<file path="config.mk">
export PLATFORM = sky130hd
export DESIGN_NAME = pinmux_reg
export DESIGN_NICKNAME = d
export VERILOG_FILES = /design/src/design/pinmux_pkg.sv /design/src/design/glbl_ctrl_regs.sv /design/src/design/gpio_regs.sv /design/src/design/pinmux_reg.sv /design/src/design/reg_bus_slave.sv
export VERILOG_INCLUDE_DIRS = /design/src /design/src/design
export SDC_FILE = /design/constraint.sdc
export NUM_CORES = 1
export LEC_CHECK = 0
export BUFFER_PORTS_ARGS = -buffer_cell sky130_fd_sc_hd__buf_2
export CAP_MARGIN = 20
export CORE_ASPECT_RATIO = 0.75
export CORE_UTILIZATION = 40
export CTS_CLUSTER_SIZE = 12
export DETAILED_ROUTE_END_ITERATION = 10
export SETUP_SLACK_MARGIN = 0.15
export SYNTH_ARGS = -nofsm -noshare
export SYNTH_HDL_FRONTEND = slang
export SYNTH_SLANG_ARGS = --single-unit
</file>
<file path="constraint.sdc">
create_clock -name mclk -period 3.52 [get_ports mclk]
set_clock_uncertainty 0.2 [all_clocks]
set_input_delay 0.528 -clock mclk [delete_from_list [all_inputs] [get_ports mclk]]
set_output_delay 0.528 -clock mclk [all_outputs]
set_load 0.02 [all_outputs]
</file>
<file path="src/design/pinmux_config.svh">
/*
 * Pin-mux register block configuration
 * Bus widths, register word offsets and chip identification fields
 */
`ifndef PINMUX_CONFIG_SVH
`define PINMUX_CONFIG_SVH

// Bus and vector widths
`define PINMUX_DATA_W    32
`define PINMUX_BE_W      4
`define PINMUX_OFS_W     5
`define PINMUX_GPIO_W    32
`define PINMUX_HW_IRQ_W  8

// Register word offsets, gaps read zero
`define REG_CHIP_ID      5'd0
`define REG_GLBL_CTRL    5'd1
`define REG_IRQ_MASK     5'd3
`define REG_IRQ_STAT     5'd4
`define REG_GPIO_IN      5'd5
`define REG_GPIO_OUT     5'd6
`define REG_GPIO_DIR     5'd7
`define REG_GPIO_ISTAT   5'd9
`define REG_GPIO_ISET    5'd10
`define REG_GPIO_IMASK   5'd11
`define REG_GPIO_POSSEL  5'd12
`define REG_GPIO_NEGSEL  5'd13

// Chip ID word fields, MSB first
`define CHIP_MANU_ID     16'h8268
`define CHIP_TOTAL_CORE  4'd2
`define CHIP_ID          4'd3
`define CHIP_REV         8'h01

`endif

</file>
<file path="src/design/pinmux_pkg.sv">
/*
 * Pin-mux register types
 * Bus word types, reset-control layout and byte-enable helpers
 */
package pinmux_pkg;
  `include "pinmux_config.svh"

  typedef logic [`PINMUX_DATA_W-1:0] reg_data_t;
  typedef logic [`PINMUX_BE_W-1:0]   reg_be_t;
  typedef logic [`PINMUX_OFS_W-1:0]  reg_ofs_t;
  typedef logic [`PINMUX_GPIO_W-1:0] gpio_vec_t;

  // ------------------------------------------------
  // Reset-control word, 1 releases the block
  // ------------------------------------------------
  typedef struct packed {
    logic [21:0] rsvd_hi;
    logic [1:0]  cpu_core;
    logic [1:0]  rsvd_lo;
    logic        usb;
    logic        i2cm;
    logic        uart;
    logic        sspim;
    logic        qspim;
    logic        cpu_intf;
  } glbl_ctrl_fields_t;

  // Bus side sees raw word, reset outputs see fields
  typedef union packed {
    reg_data_t         raw;
    glbl_ctrl_fields_t f;
  } glbl_ctrl_u;

  // Byte enables widened to a bit mask
  function automatic reg_data_t be_mask(reg_be_t be);
    reg_data_t mask;
    for (int i = 0; i < `PINMUX_BE_W; i++) begin
      mask[i*8 +: 8] = {8{be[i]}};
    end
    return mask;
  endfunction

  // Replace only the enabled bytes
  function automatic reg_data_t be_merge(reg_data_t old_val, reg_data_t new_val, reg_be_t be);
    reg_data_t mask;
    mask = be_mask(be);
    return (old_val & ~mask) | (new_val & mask);
  endfunction
endpackage

</file>
<file path="src/design/glbl_ctrl_regs.sv">
/*
 * Global control registers
 * Chip ID, block reset control, global interrupt mask and status
 */
`include "pinmux_config.svh"

module glbl_ctrl_regs (
  input  logic                  mclk,
  input  logic                  h_reset_n,
  // Register access
  input  logic                  wr_stb,
  input  logic                  wr_ack_stb,
  input  pinmux_pkg::reg_ofs_t  reg_ofs,
  input  pinmux_pkg::reg_be_t   wr_be,
  input  pinmux_pkg::reg_data_t wr_data,
  output pinmux_pkg::reg_data_t glbl_rdata,
  // Hardware interrupt requests
  input  logic                  gpio_intr,
  input  logic [1:0]            ext_intr_in,
  input  logic                  usb_intr,
  input  logic                  i2cm_intr,
  input  logic [2:0]            timer_intr,
  // Block resets
  output logic [1:0]            cpu_core_rst_n,
  output logic                  cpu_intf_rst_n,
  output logic                  qspim_rst_n,
  output logic                  sspim_rst_n,
  output logic                  uart_rst_n,
  output logic                  i2cm_rst_n,
  output logic                  usb_rst_n,
  // CPU interrupts
  output logic [15:0]           irq_lines,
  output logic                  soft_irq,
  output logic [2:0]            user_irq
);
  import pinmux_pkg::*;

  localparam reg_data_t chip_id_word =
    {`CHIP_MANU_ID, `CHIP_TOTAL_CORE, `CHIP_ID, `CHIP_REV};

  glbl_ctrl_u                  glbl_ctrl;
  reg_data_t                   irq_mask;
  reg_data_t                   irq_stat;
  logic [7:0]                  stat_sw_lo;
  logic [`PINMUX_HW_IRQ_W-1:0] stat_hw;
  logic [3:0]                  stat_sw_hi;
  logic [`PINMUX_HW_IRQ_W-1:0] hw_req;
  logic [`PINMUX_HW_IRQ_W-1:0] hw_req_q;
  logic [`PINMUX_HW_IRQ_W-1:0] hw_clr;
  logic                        ctrl_sel;
  logic                        mask_sel;
  logic                        stat_sel;

  assign ctrl_sel = reg_ofs == `REG_GLBL_CTRL;
  assign mask_sel = reg_ofs == `REG_IRQ_MASK;
  assign stat_sel = reg_ofs == `REG_IRQ_STAT;

  // ------------------------------------------------
  // Reset control and interrupt mask
  // ------------------------------------------------
  always_ff @(posedge mclk or negedge h_reset_n) begin
    if (!h_reset_n) begin
      // All blocks held in reset
      glbl_ctrl.raw <= '0;
      irq_mask      <= '0;
    end else begin
      if (wr_stb && ctrl_sel) begin
        glbl_ctrl.raw <= be_merge(glbl_ctrl.raw, wr_data, wr_be);
      end
      if (wr_stb && mask_sel) begin
        irq_mask <= be_merge(irq_mask, wr_data, wr_be);
      end
    end
  end

  assign cpu_intf_rst_n = glbl_ctrl.f.cpu_intf;
  assign qspim_rst_n    = glbl_ctrl.f.qspim;
  assign sspim_rst_n    = glbl_ctrl.f.sspim;
  assign uart_rst_n     = glbl_ctrl.f.uart;
  assign i2cm_rst_n     = glbl_ctrl.f.i2cm;
  assign usb_rst_n      = glbl_ctrl.f.usb;
  assign cpu_core_rst_n = glbl_ctrl.f.cpu_core;

  // ------------------------------------------------
  // Interrupt status
  // ------------------------------------------------
  // Byte 1 sources, gpio at the top
  assign hw_req = {gpio_intr, ext_intr_in, usb_intr, i2cm_intr, timer_intr};
  // Write-1-to-clear, once per access
  assign hw_clr = {`PINMUX_HW_IRQ_W{wr_ack_stb & stat_sel & wr_be[1]}} & wr_data[15:8];

  always_ff @(posedge mclk or negedge h_reset_n) begin
    if (!h_reset_n) begin
      hw_req_q   <= '0;
      stat_sw_lo <= '0;
      stat_hw    <= '0;
      stat_sw_hi <= '0;
    end else begin
      // Requests sampled first, latched an edge later
      hw_req_q <= hw_req;
      // New request beats a clear
      stat_hw  <= (stat_hw & ~hw_clr) | hw_req_q;
      if (wr_stb && stat_sel && wr_be[0]) begin
        stat_sw_lo <= wr_data[7:0];
      end
      if (wr_stb && stat_sel && wr_be[2]) begin
        stat_sw_hi <= wr_data[19:16];
      end
    end
  end

  // Upper 12 bits unimplemented
  assign irq_stat = {12'h000, stat_sw_hi, stat_hw, stat_sw_lo};

  assign irq_lines = irq_stat[15:0]  & irq_mask[15:0];
  assign soft_irq  = irq_stat[16]    & irq_mask[16];
  assign user_irq  = irq_stat[19:17] & irq_mask[19:17];

  // Read mux
  always_comb begin
    case (reg_ofs)
      `REG_CHIP_ID:   glbl_rdata = chip_id_word;
      `REG_GLBL_CTRL: glbl_rdata = glbl_ctrl.raw;
      `REG_IRQ_MASK:  glbl_rdata = irq_mask;
      `REG_IRQ_STAT:  glbl_rdata = irq_stat;
      default:        glbl_rdata = '0;
    endcase
  end

endmodule

</file>
<file path="src/design/gpio_regs.sv">
/*
 * GPIO registers
 * Input synchronizer, pin configuration and GPIO interrupt status/mask
 */
`include "pinmux_config.svh"

module gpio_regs (
  input  logic                  mclk,
  input  logic                  h_reset_n,
  // Register access
  input  logic                  wr_stb,
  input  logic                  wr_ack_stb,
  input  pinmux_pkg::reg_ofs_t  reg_ofs,
  input  pinmux_pkg::reg_be_t   wr_be,
  input  pinmux_pkg::reg_data_t wr_data,
  output pinmux_pkg::reg_data_t gpio_rdata,
  // Pin side
  input  pinmux_pkg::gpio_vec_t gpio_in_data,
  input  pinmux_pkg::gpio_vec_t gpio_int_event,
  // Configuration to GPIO control
  output pinmux_pkg::gpio_vec_t cfg_gpio_out_data,
  output pinmux_pkg::gpio_vec_t cfg_gpio_data_in,
  output pinmux_pkg::gpio_vec_t cfg_gpio_dir_sel,
  output pinmux_pkg::gpio_vec_t cfg_gpio_posedge_int_sel,
  output pinmux_pkg::gpio_vec_t cfg_gpio_negedge_int_sel,
  output pinmux_pkg::gpio_vec_t gpio_prev_indata,
  output logic                  gpio_intr
);
  import pinmux_pkg::*;

  gpio_vec_t gpio_in_s;
  gpio_vec_t gpio_in_ss;
  gpio_vec_t gpio_in_q;
  gpio_vec_t gpio_out;
  gpio_vec_t gpio_dir;
  gpio_vec_t gpio_imask;
  gpio_vec_t gpio_possel;
  gpio_vec_t gpio_negsel;
  gpio_vec_t gpio_istat;
  gpio_vec_t istat_clr;
  gpio_vec_t istat_set;

  // ------------------------------------------------
  // Input synchronizer
  // ------------------------------------------------
  always_ff @(posedge mclk or negedge h_reset_n) begin
    if (!h_reset_n) begin
      gpio_in_s  <= '0;
      gpio_in_ss <= '0;
      gpio_in_q  <= '0;
    end else begin
      gpio_in_s  <= gpio_in_data;
      gpio_in_ss <= gpio_in_s;
      // Extra stage so edge logic sees previous and current
      gpio_in_q  <= gpio_in_ss;
    end
  end

  assign cfg_gpio_data_in = gpio_in_q;
  assign gpio_prev_indata = gpio_in_ss;

  // ------------------------------------------------
  // Configuration registers
  // ------------------------------------------------
  always_ff @(posedge mclk or negedge h_reset_n) begin
    if (!h_reset_n) begin
      gpio_out    <= '0;
      gpio_dir    <= '0;
      gpio_imask  <= '0;
      gpio_possel <= '0;
      gpio_negsel <= '0;
    end else if (wr_stb) begin
      // Byte-enabled writes
      case (reg_ofs)
        `REG_GPIO_OUT:    gpio_out    <= be_merge(gpio_out, wr_data, wr_be);
        `REG_GPIO_DIR:    gpio_dir    <= be_merge(gpio_dir, wr_data, wr_be);
        `REG_GPIO_IMASK:  gpio_imask  <= be_merge(gpio_imask, wr_data, wr_be);
        `REG_GPIO_POSSEL: gpio_possel <= be_merge(gpio_possel, wr_data, wr_be);
        `REG_GPIO_NEGSEL: gpio_negsel <= be_merge(gpio_negsel, wr_data, wr_be);
        default: begin
        end
      endcase
    end
  end

  assign cfg_gpio_out_data        = gpio_out;
  assign cfg_gpio_dir_sel         = gpio_dir;
  assign cfg_gpio_posedge_int_sel = gpio_possel;
  assign cfg_gpio_negedge_int_sel = gpio_negsel;

  // ------------------------------------------------
  // Interrupt status
  // ------------------------------------------------
  // Write 1 to clear, per enabled byte
  assign istat_clr = {`PINMUX_GPIO_W{wr_ack_stb && reg_ofs == `REG_GPIO_ISTAT}}
                     & be_mask(wr_be) & wr_data;
  // Events plus software set alias
  assign istat_set = gpio_int_event
                     | ({`PINMUX_GPIO_W{wr_ack_stb && reg_ofs == `REG_GPIO_ISET}} & wr_data);

  always_ff @(posedge mclk or negedge h_reset_n) begin
    if (!h_reset_n) begin
      gpio_istat <= '0;
    end else begin
      // Set wins over clear
      gpio_istat <= (gpio_istat & ~istat_clr) | istat_set;
    end
  end

  // Single line into global status
  assign gpio_intr = |(gpio_istat & gpio_imask);

  // Read mux
  always_comb begin
    case (reg_ofs)
      `REG_GPIO_IN:     gpio_rdata = gpio_in_q;
      `REG_GPIO_OUT:    gpio_rdata = gpio_out;
      `REG_GPIO_DIR:    gpio_rdata = gpio_dir;
      // Both aliases return status
      `REG_GPIO_ISTAT:  gpio_rdata = gpio_istat;
      `REG_GPIO_ISET:   gpio_rdata = gpio_istat;
      `REG_GPIO_IMASK:  gpio_rdata = gpio_imask;
      `REG_GPIO_POSSEL: gpio_rdata = gpio_possel;
      `REG_GPIO_NEGSEL: gpio_rdata = gpio_negsel;
      default:          gpio_rdata = '0;
    endcase
  end

endmodule

</file>
<file path="src/design/pinmux_reg.sv">
/*
 * Pin-mux register block top
 * Bus slave feeding the global control and GPIO register groups
 */
module pinmux_reg (
  input  logic                  mclk,
  input  logic                  h_reset_n,
  // Register bus
  input  logic                  reg_cs,
  input  logic                  reg_wr,
  input  logic [7:0]            reg_addr,
  input  pinmux_pkg::reg_data_t reg_wdata,
  input  pinmux_pkg::reg_be_t   reg_be,
  output pinmux_pkg::reg_data_t reg_rdata,
  output logic                  reg_ack,
  // Block resets
  output logic [1:0]            cpu_core_rst_n,
  output logic                  cpu_intf_rst_n,
  output logic                  qspim_rst_n,
  output logic                  sspim_rst_n,
  output logic                  uart_rst_n,
  output logic                  i2cm_rst_n,
  output logic                  usb_rst_n,
  // Interrupts
  input  logic [1:0]            ext_intr_in,
  input  logic                  usb_intr,
  input  logic                  i2cm_intr,
  input  logic [2:0]            timer_intr,
  output logic [15:0]           irq_lines,
  output logic                  soft_irq,
  output logic [2:0]            user_irq,
  // GPIO
  input  pinmux_pkg::gpio_vec_t gpio_in_data,
  input  pinmux_pkg::gpio_vec_t gpio_int_event,
  output pinmux_pkg::gpio_vec_t cfg_gpio_out_data,
  output pinmux_pkg::gpio_vec_t cfg_gpio_data_in,
  output pinmux_pkg::gpio_vec_t cfg_gpio_dir_sel,
  output pinmux_pkg::gpio_vec_t cfg_gpio_posedge_int_sel,
  output pinmux_pkg::gpio_vec_t cfg_gpio_negedge_int_sel,
  output pinmux_pkg::gpio_vec_t gpio_prev_indata
);
  import pinmux_pkg::*;

  // Shared write path
  logic      wr_stb;
  logic      wr_ack_stb;
  reg_ofs_t  reg_ofs;
  reg_be_t   wr_be;
  reg_data_t wr_data;
  // Per-group read data
  reg_data_t glbl_rdata;
  reg_data_t gpio_rdata;
  // GPIO interrupt into global status
  logic      gpio_intr;

  reg_bus_slave u_bus (
    .mclk       (mclk),
    .h_reset_n  (h_reset_n),
    .reg_cs     (reg_cs),
    .reg_wr     (reg_wr),
    .reg_addr   (reg_addr),
    .reg_wdata  (reg_wdata),
    .reg_be     (reg_be),
    .reg_rdata  (reg_rdata),
    .reg_ack    (reg_ack),
    .glbl_rdata (glbl_rdata),
    .gpio_rdata (gpio_rdata),
    .wr_stb     (wr_stb),
    .wr_ack_stb (wr_ack_stb),
    .reg_ofs    (reg_ofs),
    .wr_be      (wr_be),
    .wr_data    (wr_data)
  );

  glbl_ctrl_regs u_glbl (
    .mclk           (mclk),
    .h_reset_n      (h_reset_n),
    .wr_stb         (wr_stb),
    .wr_ack_stb     (wr_ack_stb),
    .reg_ofs        (reg_ofs),
    .wr_be          (wr_be),
    .wr_data        (wr_data),
    .glbl_rdata     (glbl_rdata),
    .gpio_intr      (gpio_intr),
    .ext_intr_in    (ext_intr_in),
    .usb_intr       (usb_intr),
    .i2cm_intr      (i2cm_intr),
    .timer_intr     (timer_intr),
    .cpu_core_rst_n (cpu_core_rst_n),
    .cpu_intf_rst_n (cpu_intf_rst_n),
    .qspim_rst_n    (qspim_rst_n),
    .sspim_rst_n    (sspim_rst_n),
    .uart_rst_n     (uart_rst_n),
    .i2cm_rst_n     (i2cm_rst_n),
    .usb_rst_n      (usb_rst_n),
    .irq_lines      (irq_lines),
    .soft_irq       (soft_irq),
    .user_irq       (user_irq)
  );

  gpio_regs u_gpio (
    .mclk                     (mclk),
    .h_reset_n                (h_reset_n),
    .wr_stb                   (wr_stb),
    .wr_ack_stb               (wr_ack_stb),
    .reg_ofs                  (reg_ofs),
    .wr_be                    (wr_be),
    .wr_data                  (wr_data),
    .gpio_rdata               (gpio_rdata),
    .gpio_in_data             (gpio_in_data),
    .gpio_int_event           (gpio_int_event),
    .cfg_gpio_out_data        (cfg_gpio_out_data),
    .cfg_gpio_data_in         (cfg_gpio_data_in),
    .cfg_gpio_dir_sel         (cfg_gpio_dir_sel),
    .cfg_gpio_posedge_int_sel (cfg_gpio_posedge_int_sel),
    .cfg_gpio_negedge_int_sel (cfg_gpio_negedge_int_sel),
    .gpio_prev_indata         (gpio_prev_indata),
    .gpio_intr                (gpio_intr)
  );

endmodule

</file>
<file path="src/design/reg_bus_slave.sv">
/*
 * Register bus slave
 * One-cycle acknowledge, write strobes and registered read-data merge
 */
`include "pinmux_config.svh"

module reg_bus_slave (
  input  logic                 mclk,
  input  logic                 h_reset_n,
  // Master side
  input  logic                 reg_cs,
  input  logic                 reg_wr,
  input  logic [7:0]           reg_addr,
  input  pinmux_pkg::reg_data_t reg_wdata,
  input  pinmux_pkg::reg_be_t   reg_be,
  output pinmux_pkg::reg_data_t reg_rdata,
  output logic                 reg_ack,
  // Register group side
  input  pinmux_pkg::reg_data_t glbl_rdata,
  input  pinmux_pkg::reg_data_t gpio_rdata,
  output logic                 wr_stb,
  output logic                 wr_ack_stb,
  output pinmux_pkg::reg_ofs_t  reg_ofs,
  output pinmux_pkg::reg_be_t   wr_be,
  output pinmux_pkg::reg_data_t wr_data
);
  import pinmux_pkg::*;

  reg_data_t rdata_mux;
  logic      ack_set;

  // ------------------------------------------------
  // Decode
  // ------------------------------------------------
  // Byte address to word offset
  assign reg_ofs = reg_addr[`PINMUX_OFS_W+1:2];
  assign wr_be   = reg_be;
  assign wr_data = reg_wdata;

  // Held over request and ack cycles
  assign wr_stb     = reg_cs & reg_wr;
  // Ack cycle only, for one-shot set/clear
  assign wr_ack_stb = reg_cs & reg_wr & reg_ack;

  // Groups return zero outside their offsets
  assign rdata_mux = glbl_rdata | gpio_rdata;

  // First cycle of a request
  assign ack_set = reg_cs & ~reg_ack;

  // ------------------------------------------------
  // Handshake
  // ------------------------------------------------
  always_ff @(posedge mclk or negedge h_reset_n) begin
    if (!h_reset_n) begin
      reg_ack <= 1'b0;
    end else begin
      // Single-cycle pulse, master drops cs after it
      reg_ack <= ack_set;
    end
  end

  // Read data captured with the ack
  always_ff @(posedge mclk) begin
    if (ack_set) begin
      reg_rdata <= rdata_mux;
    end
  end

endmodule

</file>
==> impl_metrics.env, run 1 <==
export IMPL_status="finished, final reports clean"
export IMPL_clockRootBuffer="clkbuf_16"
export IMPL_synth_most_common_cell="dfrtp_1"
export IMPL_first_pass_iters=5
export IMPL_setup_violations=0
export IMPL_rsz0062_at_grt="no"
export IMPL_ys_seq_area_share_pct=61.2
export IMPL_critical_path_max_stage_delay_ps=670
export IMPL_combPwrFrac_pct=11.9
export IMPL_yosys_warnings=0
export IMPL_clock_latency_ps=560
export IMPL_cp_max_fo=23
export IMPL_grt_pass1_wl_um=90400
export IMPL_initial_utilization_pct=40.7
export IMPL_crit_type="input port to flip-flop"
export IMPL_synthesis_nets=1363
export IMPL_cts_path_max_buffers=3
export IMPL_cts_setup_buffers=0
export IMPL_relSlewSlack_pct=38.2
export IMPL_grt_start_max_net_pins=78
export IMPL_grtUsageTotal_pct=28.4
export IMPL_cts_tree="built"
export IMPL_cp_required_ps=3760
export IMPL_ys_async_sr_fraction_pct=92.3
export IMPL_tns_ps=0
export IMPL_hp_class="input port to flip-flop"
export IMPL_timing_fmax_mhz=382
export IMPL_path_cells="buf_2 -> nor3_4 -> nand2_1 -> nor2_2 -> mux2_2"
export IMPL_fillCellCount=3746
export IMPL_routabilityCongestion=0.846
export IMPL_port_buffers=368
export IMPL_hold_viol_final=0
export IMPL_synth_area_leaders="dfrtp_1, mux2_2, edfxtp_1"
export IMPL_dieArea_um2=43700
export IMPL_cts_sinks=413
export IMPL_place_hpwl_um=42600
export IMPL_numCtsBuffers=44
export IMPL_synth_distinct_cells=64
export IMPL_path_clk_slew_ps=60
export IMPL_first_iter_violations=931
export IMPL_ant_nets=0
export IMPL_die_width_um=241
export IMPL_area_delta_synth_final_pct=29.2
export IMPL_end_kind="flip-flop"
export IMPL_start_kind="input port"
export IMPL_antenna_found_initial=4
export IMPL_rows=65
export IMPL_cap_viol_max_count=0
export IMPL_remaining_drc_errors=0
export IMPL_drt_total_wl_um=61900
export IMPL_crit_arrival_ps=2860
export IMPL_pre_cts_ws_ps=411
export IMPL_wl_per_cell_um=26.7
export IMPL_synth_area_leader_cell="dfrtp_1"
export IMPL_power_switching_w=0.00299
export IMPL_vias=13200
export IMPL_grt_pass1_vias=13400
export IMPL_finalCriticalPeriod_ps=2610
export IMPL_power_density_nw_per_um2=519
export IMPL_fin_crit_sh_pct=74.3
export IMPL_synth_main_ff_cell="dfrtp_1"
export IMPL_yosysTopAreaCellShare_pct=55.6
export IMPL_drive_above_1_share_pct=45.5
export IMPL_setup_ws_ps=905
export IMPL_pwr_share_seq_pct=46.4
export IMPL_p_clk_share_pct=41.7
export IMPL_postSynthCellCount=1244
export IMPL_overflow=0
export IMPL_viasPerCell=5.68
export IMPL_p_leak_nw=10.6
export IMPL_syn_area_um2=17200
export IMPL_p_sw_share_pct=26.0
export IMPL_die_height_um=181
export IMPL_avgSynthCellArea_um2=13.8
export IMPL_h_tree_depth=2
export IMPL_fin_nets=1831
export IMPL_synthTopCellsByCount="dfrtp_1, mux2_2, nand3_1"
export IMPL_synth_seq_cells=413
export IMPL_worst_pin_slew_ps=914
export IMPL_power_w=0.0115
export IMPL_final_max_slew_viol_count=0
export IMPL_cpMaxStageDelayCell="nor3_4"
export IMPL_io_pins=372
export IMPL_p_int_w=0.00851
export IMPL_coreArea_um2=42100
export IMPL_ir_worst_vdd_uv=420
export IMPL_synth_edf_count=32
==> power groups by stage <==
| stage | Clock, W | Combinational, W | Sequential (W) |
|---|---|---|---|
| detailed placement | 0 | 0.00131 | 0.00542 |
| CTS | 0.00488 | 0.00138 | 0.00533 |
| global placement | 0 | 0.00129 | 0.00540 |
| finish | 0.00479 | 0.00137 | 0.00533 |
| global route | 0.00506 | 0.00147 | 0.00537 |
| floorplan | 0 | 0.000461 | 0.00559 |
==> layout make-up <==
cell class | instances | area [um^2] | area share (%)
diodes | 2 | 5.00 | 0.0226
clock buffers | 72 | 1330 | 5.99
inverters | 5 | 18.8 | 0.0847
well taps | 569 | 712 | 3.21
multi-input cells | 742 | 6280 | 28.4
flip-flops and latches | 413 | 10500 | 47.4
clock inverters | 8 | 148 | 0.666
repair buffers | 506 | 3170 | 14.3
==> path summary, 6_finish.rpt <==
kind                            slack (ps)  cells past startpoint                           to            startpoint
worst min-delay path                   130                      2                    flip-flop         reg_wdata[30]
max in group asynchronous             1830                      3                    async pin             h_reset_n
worst max register to register        1550                      5         u_gpio.gpio_istat[9]         u_bus.reg_ack
worst max-delay path                   910                      5                    flip-flop           reg_addr[4]
worst min register to register         140                      0  u_gpio.gpio_prev_indata[12]  u_gpio.gpio_in_s[12]
min in group asynchronous              370                      2                    async pin             h_reset_n
==> per-stage QoR <==
stage	hold WS (ps)	instances	utilization (%)	area [um^2]
floorplan	32.4	1244	-	17200
global placement	131	2163	47.4	20000
detailed placement	136	2163	47.4	20000
CTS	104	2315	52.6	22200
global route	130	2316	52.6	22200
finish	131	2317	52.6	22200
==> worst max-delay path, delay by kind of cell <==
family / cells / cell delay (ps)
buf+inv: 1 / 330
mux: 1 / 400
simple gates: 3 / 1590
==> layer usage <==
metal	GRT usage, %	part of all wire (%)
met5	0	0.021
met4	7.59	2.1
met3	6.37	7.9
met2	42.8	45
met1	41.1	45
==> cell families after synthesis <==
| kind of cell | count (synthesis) | share of synthesized area, % |
|---|---|---|
| buf+inv | 89 | 2.38 |
| compound gates | 188 | 8.64 |
| mux | 263 | 17.1 |
| xor+xnor | 1 | 0.0511 |
| flops | 413 | 61.2 |
| simple gates | 290 | 10.6 |
==> timing repair <==
item	CTS	global route
resized for setup	0	0
endpoints found under the hold margin	142	0
hold buffers	72	0
==> layout by cell type (no fill, tap or decap), types with 6 or more instances in the layout <==
cell type / instances
a2111oi_0: 21
a21o_1: 8
a21oi_1: 16
a221o_1: 32
a221oi_1: 11
a22oi_1: 66
and2_1: 31
and3_1: 51
buf_12: 8
buf_2: 366
buf_4: 59
clkbuf_1: 17
clkbuf_16: 45
clkbuf_8: 10
dfrtp_1: 381
dlygate4sd3_1: 72
edfxtp_1: 32
mux2_2: 244
mux2i_1: 18
nand2_1: 22
nand3_1: 69
nand4_1: 15
nor2_1: 16
nor2_2: 23
nor3_1: 6
o21ai_0: 12
or3b_2: 10
(Power assumes the default switching activity.)
==> run 2: changes to the inputs <==
==> constraint.sdc (replaced) <==
create_clock -name mclk -period 2.7 [get_ports mclk]
set_clock_uncertainty 0.2 [all_clocks]
set_input_delay 0.405 -clock mclk [delete_from_list [all_inputs] [get_ports mclk]]
set_output_delay 0.405 -clock mclk [all_outputs]
set_load 0.02 [all_outputs]
==> impl_metrics.env, run 2 (synthesis results as in run 1) <==
export IMPL_die_height_um=181
export IMPL_routabilityCongestion=0.899
export IMPL_dr_wl_met3_um=5230
export IMPL_fin_nets=1869
export IMPL_timing_fmax_mhz=464
export IMPL_rr_startpoint="u_bus.reg_ack"
export IMPL_rr_endpoint="u_gpio.gpio_istat[17]"
export IMPL_cp_max_fo=13
export IMPL_coreArea_um2=42100
export IMPL_antenna_found_initial=5
export IMPL_grt_pass1_vias=13600
export IMPL_hold_viol_final=0
export IMPL_cpMaxStageDelayCell="nor3_4"
export IMPL_clock_latency_ps=560
export IMPL_rows=65
export IMPL_combPwrFrac_pct=12.4
export IMPL_ir_worst_vdd_uv=466
export IMPL_p_sw_share_pct=26.0
export IMPL_h_tree_depth=2
export IMPL_min_from="reg_wdata[7]"
export IMPL_worst_pin_slew_ps=636
export IMPL_critical_path_max_stage_delay_ps=420
export IMPL_power_density_nw_per_um2=653
export IMPL_p_clk_share_pct=40.2
export IMPL_clockRootBuffer="clkbuf_16"
export IMPL_dr_wl_met2_um=27600
export IMPL_p_int_w=0.0109
export IMPL_relSlewSlack_pct=56.5
export IMPL_drt_total_wl_um=61900
export IMPL_min_path_cells=2
export IMPL_status="finished, final reports clean"
export IMPL_power_switching_w=0.00382
export IMPL_final_common_cell="dfrtp_1"
export IMPL_initial_utilization_pct=40.7
export IMPL_start_kind="input port"
export IMPL_ant_nets=0
export IMPL_path_cells="buf_2 -> nand3b_2 -> nor3_4 -> buf_4 -> nand2b_1 -> mux2_2"
export IMPL_setup_violations=0
export IMPL_place_hpwl_um=43700
export IMPL_pwr_share_seq_pct=47.4
export IMPL_port_buffers=368
export IMPL_cap_viol_max_count=0
export IMPL_tns_ps=0
export IMPL_top_layer="met4"
export IMPL_cts_resized=0
export IMPL_area_delta_synth_final_pct=31.1
export IMPL_final_max_slew_viol_count=0
export IMPL_cts_setup_buffers=0
export IMPL_cts_tree="built"
export IMPL_dieArea_um2=43700
export IMPL_fin_crit_sh_pct=79.9
export IMPL_crit_type="input port to flip-flop"
export IMPL_first_iter_violations=1256
export IMPL_finalCriticalPeriod_ps=2160
export IMPL_r2r_setup_slack_ps=650
export IMPL_power_w=0.0147
export IMPL_grt_pass1_wl_um=90100
export IMPL_met1Wirelength_um=27300
export IMPL_wl_per_cell_um=26.3
export IMPL_first_pass_iters=5
export IMPL_cts_path_max_buffers=3
export IMPL_p_leak_nw=10.8
export IMPL_remaining_drc_errors=0
export IMPL_drive_above_1_share_pct=46.3
export IMPL_overflow=0
export IMPL_numCtsBuffers=43
export IMPL_io_pins=372
export IMPL_rsz0062_at_grt="no"
export IMPL_vias=13500
export IMPL_grt_start_max_net_pins=68
export IMPL_hold_buffers=75
export IMPL_hp_class="input port to flip-flop"
export IMPL_crit_arrival_ps=2390
export IMPL_end_kind="flip-flop"
export IMPL_path_clk_slew_ps=60
export IMPL_r2r_cells=5
export IMPL_die_width_um=241
export IMPL_viasPerCell=5.74
export IMPL_grtUsageTotal_pct=28.3
export IMPL_final_cell_mix="dfrtp_1, buf_2, mux2_2"
export IMPL_cts_sinks=413
export IMPL_cp_required_ps=2930
-- run 2: stage by stage --
| stage | util, % | instance area, um^2 | std cells | worst slack (ps) | hold slack, ps |
|---|---|---|---|---|---|
| after floorplan | - | 17200 | 1244 | 568 | -90.6 |
| after global placement | 48.3 | 20400 | 2199 | 36.7 | 132 |
| after detailed placement | 48.3 | 20400 | 2199 | 60.0 | 136 |
| after CTS | 53.3 | 22500 | 2348 | 635 | 0.383 |
| after global routing | 53.4 | 22500 | 2351 | 520 | 25.0 |
| final | 53.4 | 22500 | 2351 | 543 | 26.3 |
-- run 2: how the worst max path moves through the flow --
| stage | depth (start not counted) | startpoint | endpoint | slack (ps) |
|---|---|---|---|---|
| after floorplan | 2 | reg_cs | u_bus.reg_rdata[0] | 570 |
| after global placement | 7 | reg_addr[3] | u_bus.reg_rdata[23] | 40 |
| after detailed placement | 6 | reg_addr[5] | flip-flop | 60 |
| after CTS | 6 | reg_addr[5] | flip-flop | 640 |
| after global routing | 6 | reg_addr[5] | flip-flop | 520 |
| final | 6 | reg_addr[5] | flip-flop | 540 |
-- run 2: routing by layer --
metal	GRT usage (%)	vias up
met4	8.35	0
met5	0	-
li1	-	5715
met3	5.97	103
met2	42.0	660
met1	41.5	7014
-- run 2: final cells by class --
class | count | area, um^2
antenna | 3 | 7.51
clock buffer | 67 | 1260
clock inverter | 7 | 110
fill | 3660 | 19600
inverter | 5 | 18.8
multi-input combinational | 742 | 6280
sequential | 413 | 10500
tap | 569 | 712
timing repair buffer | 545 | 3600
-- run 2: power by group through the flow --
stage               combinational (W)  clock, W  sequential, W
CTS                           0.00182   0.00603        0.00696
detailed placement            0.00173         0        0.00707
floorplan                    0.000602         0        0.00728
finish                        0.00182   0.00591        0.00696
global route                  0.00194   0.00627        0.00700
global placement              0.00171         0        0.00705
-- run 2: worst max-delay path: cells and delay by family --
family / cells / cell delay [ps]
buffers and inverters: 2 / 520
multiplexers: 1 / 420
AND/OR/NAND/NOR: 3 / 1040
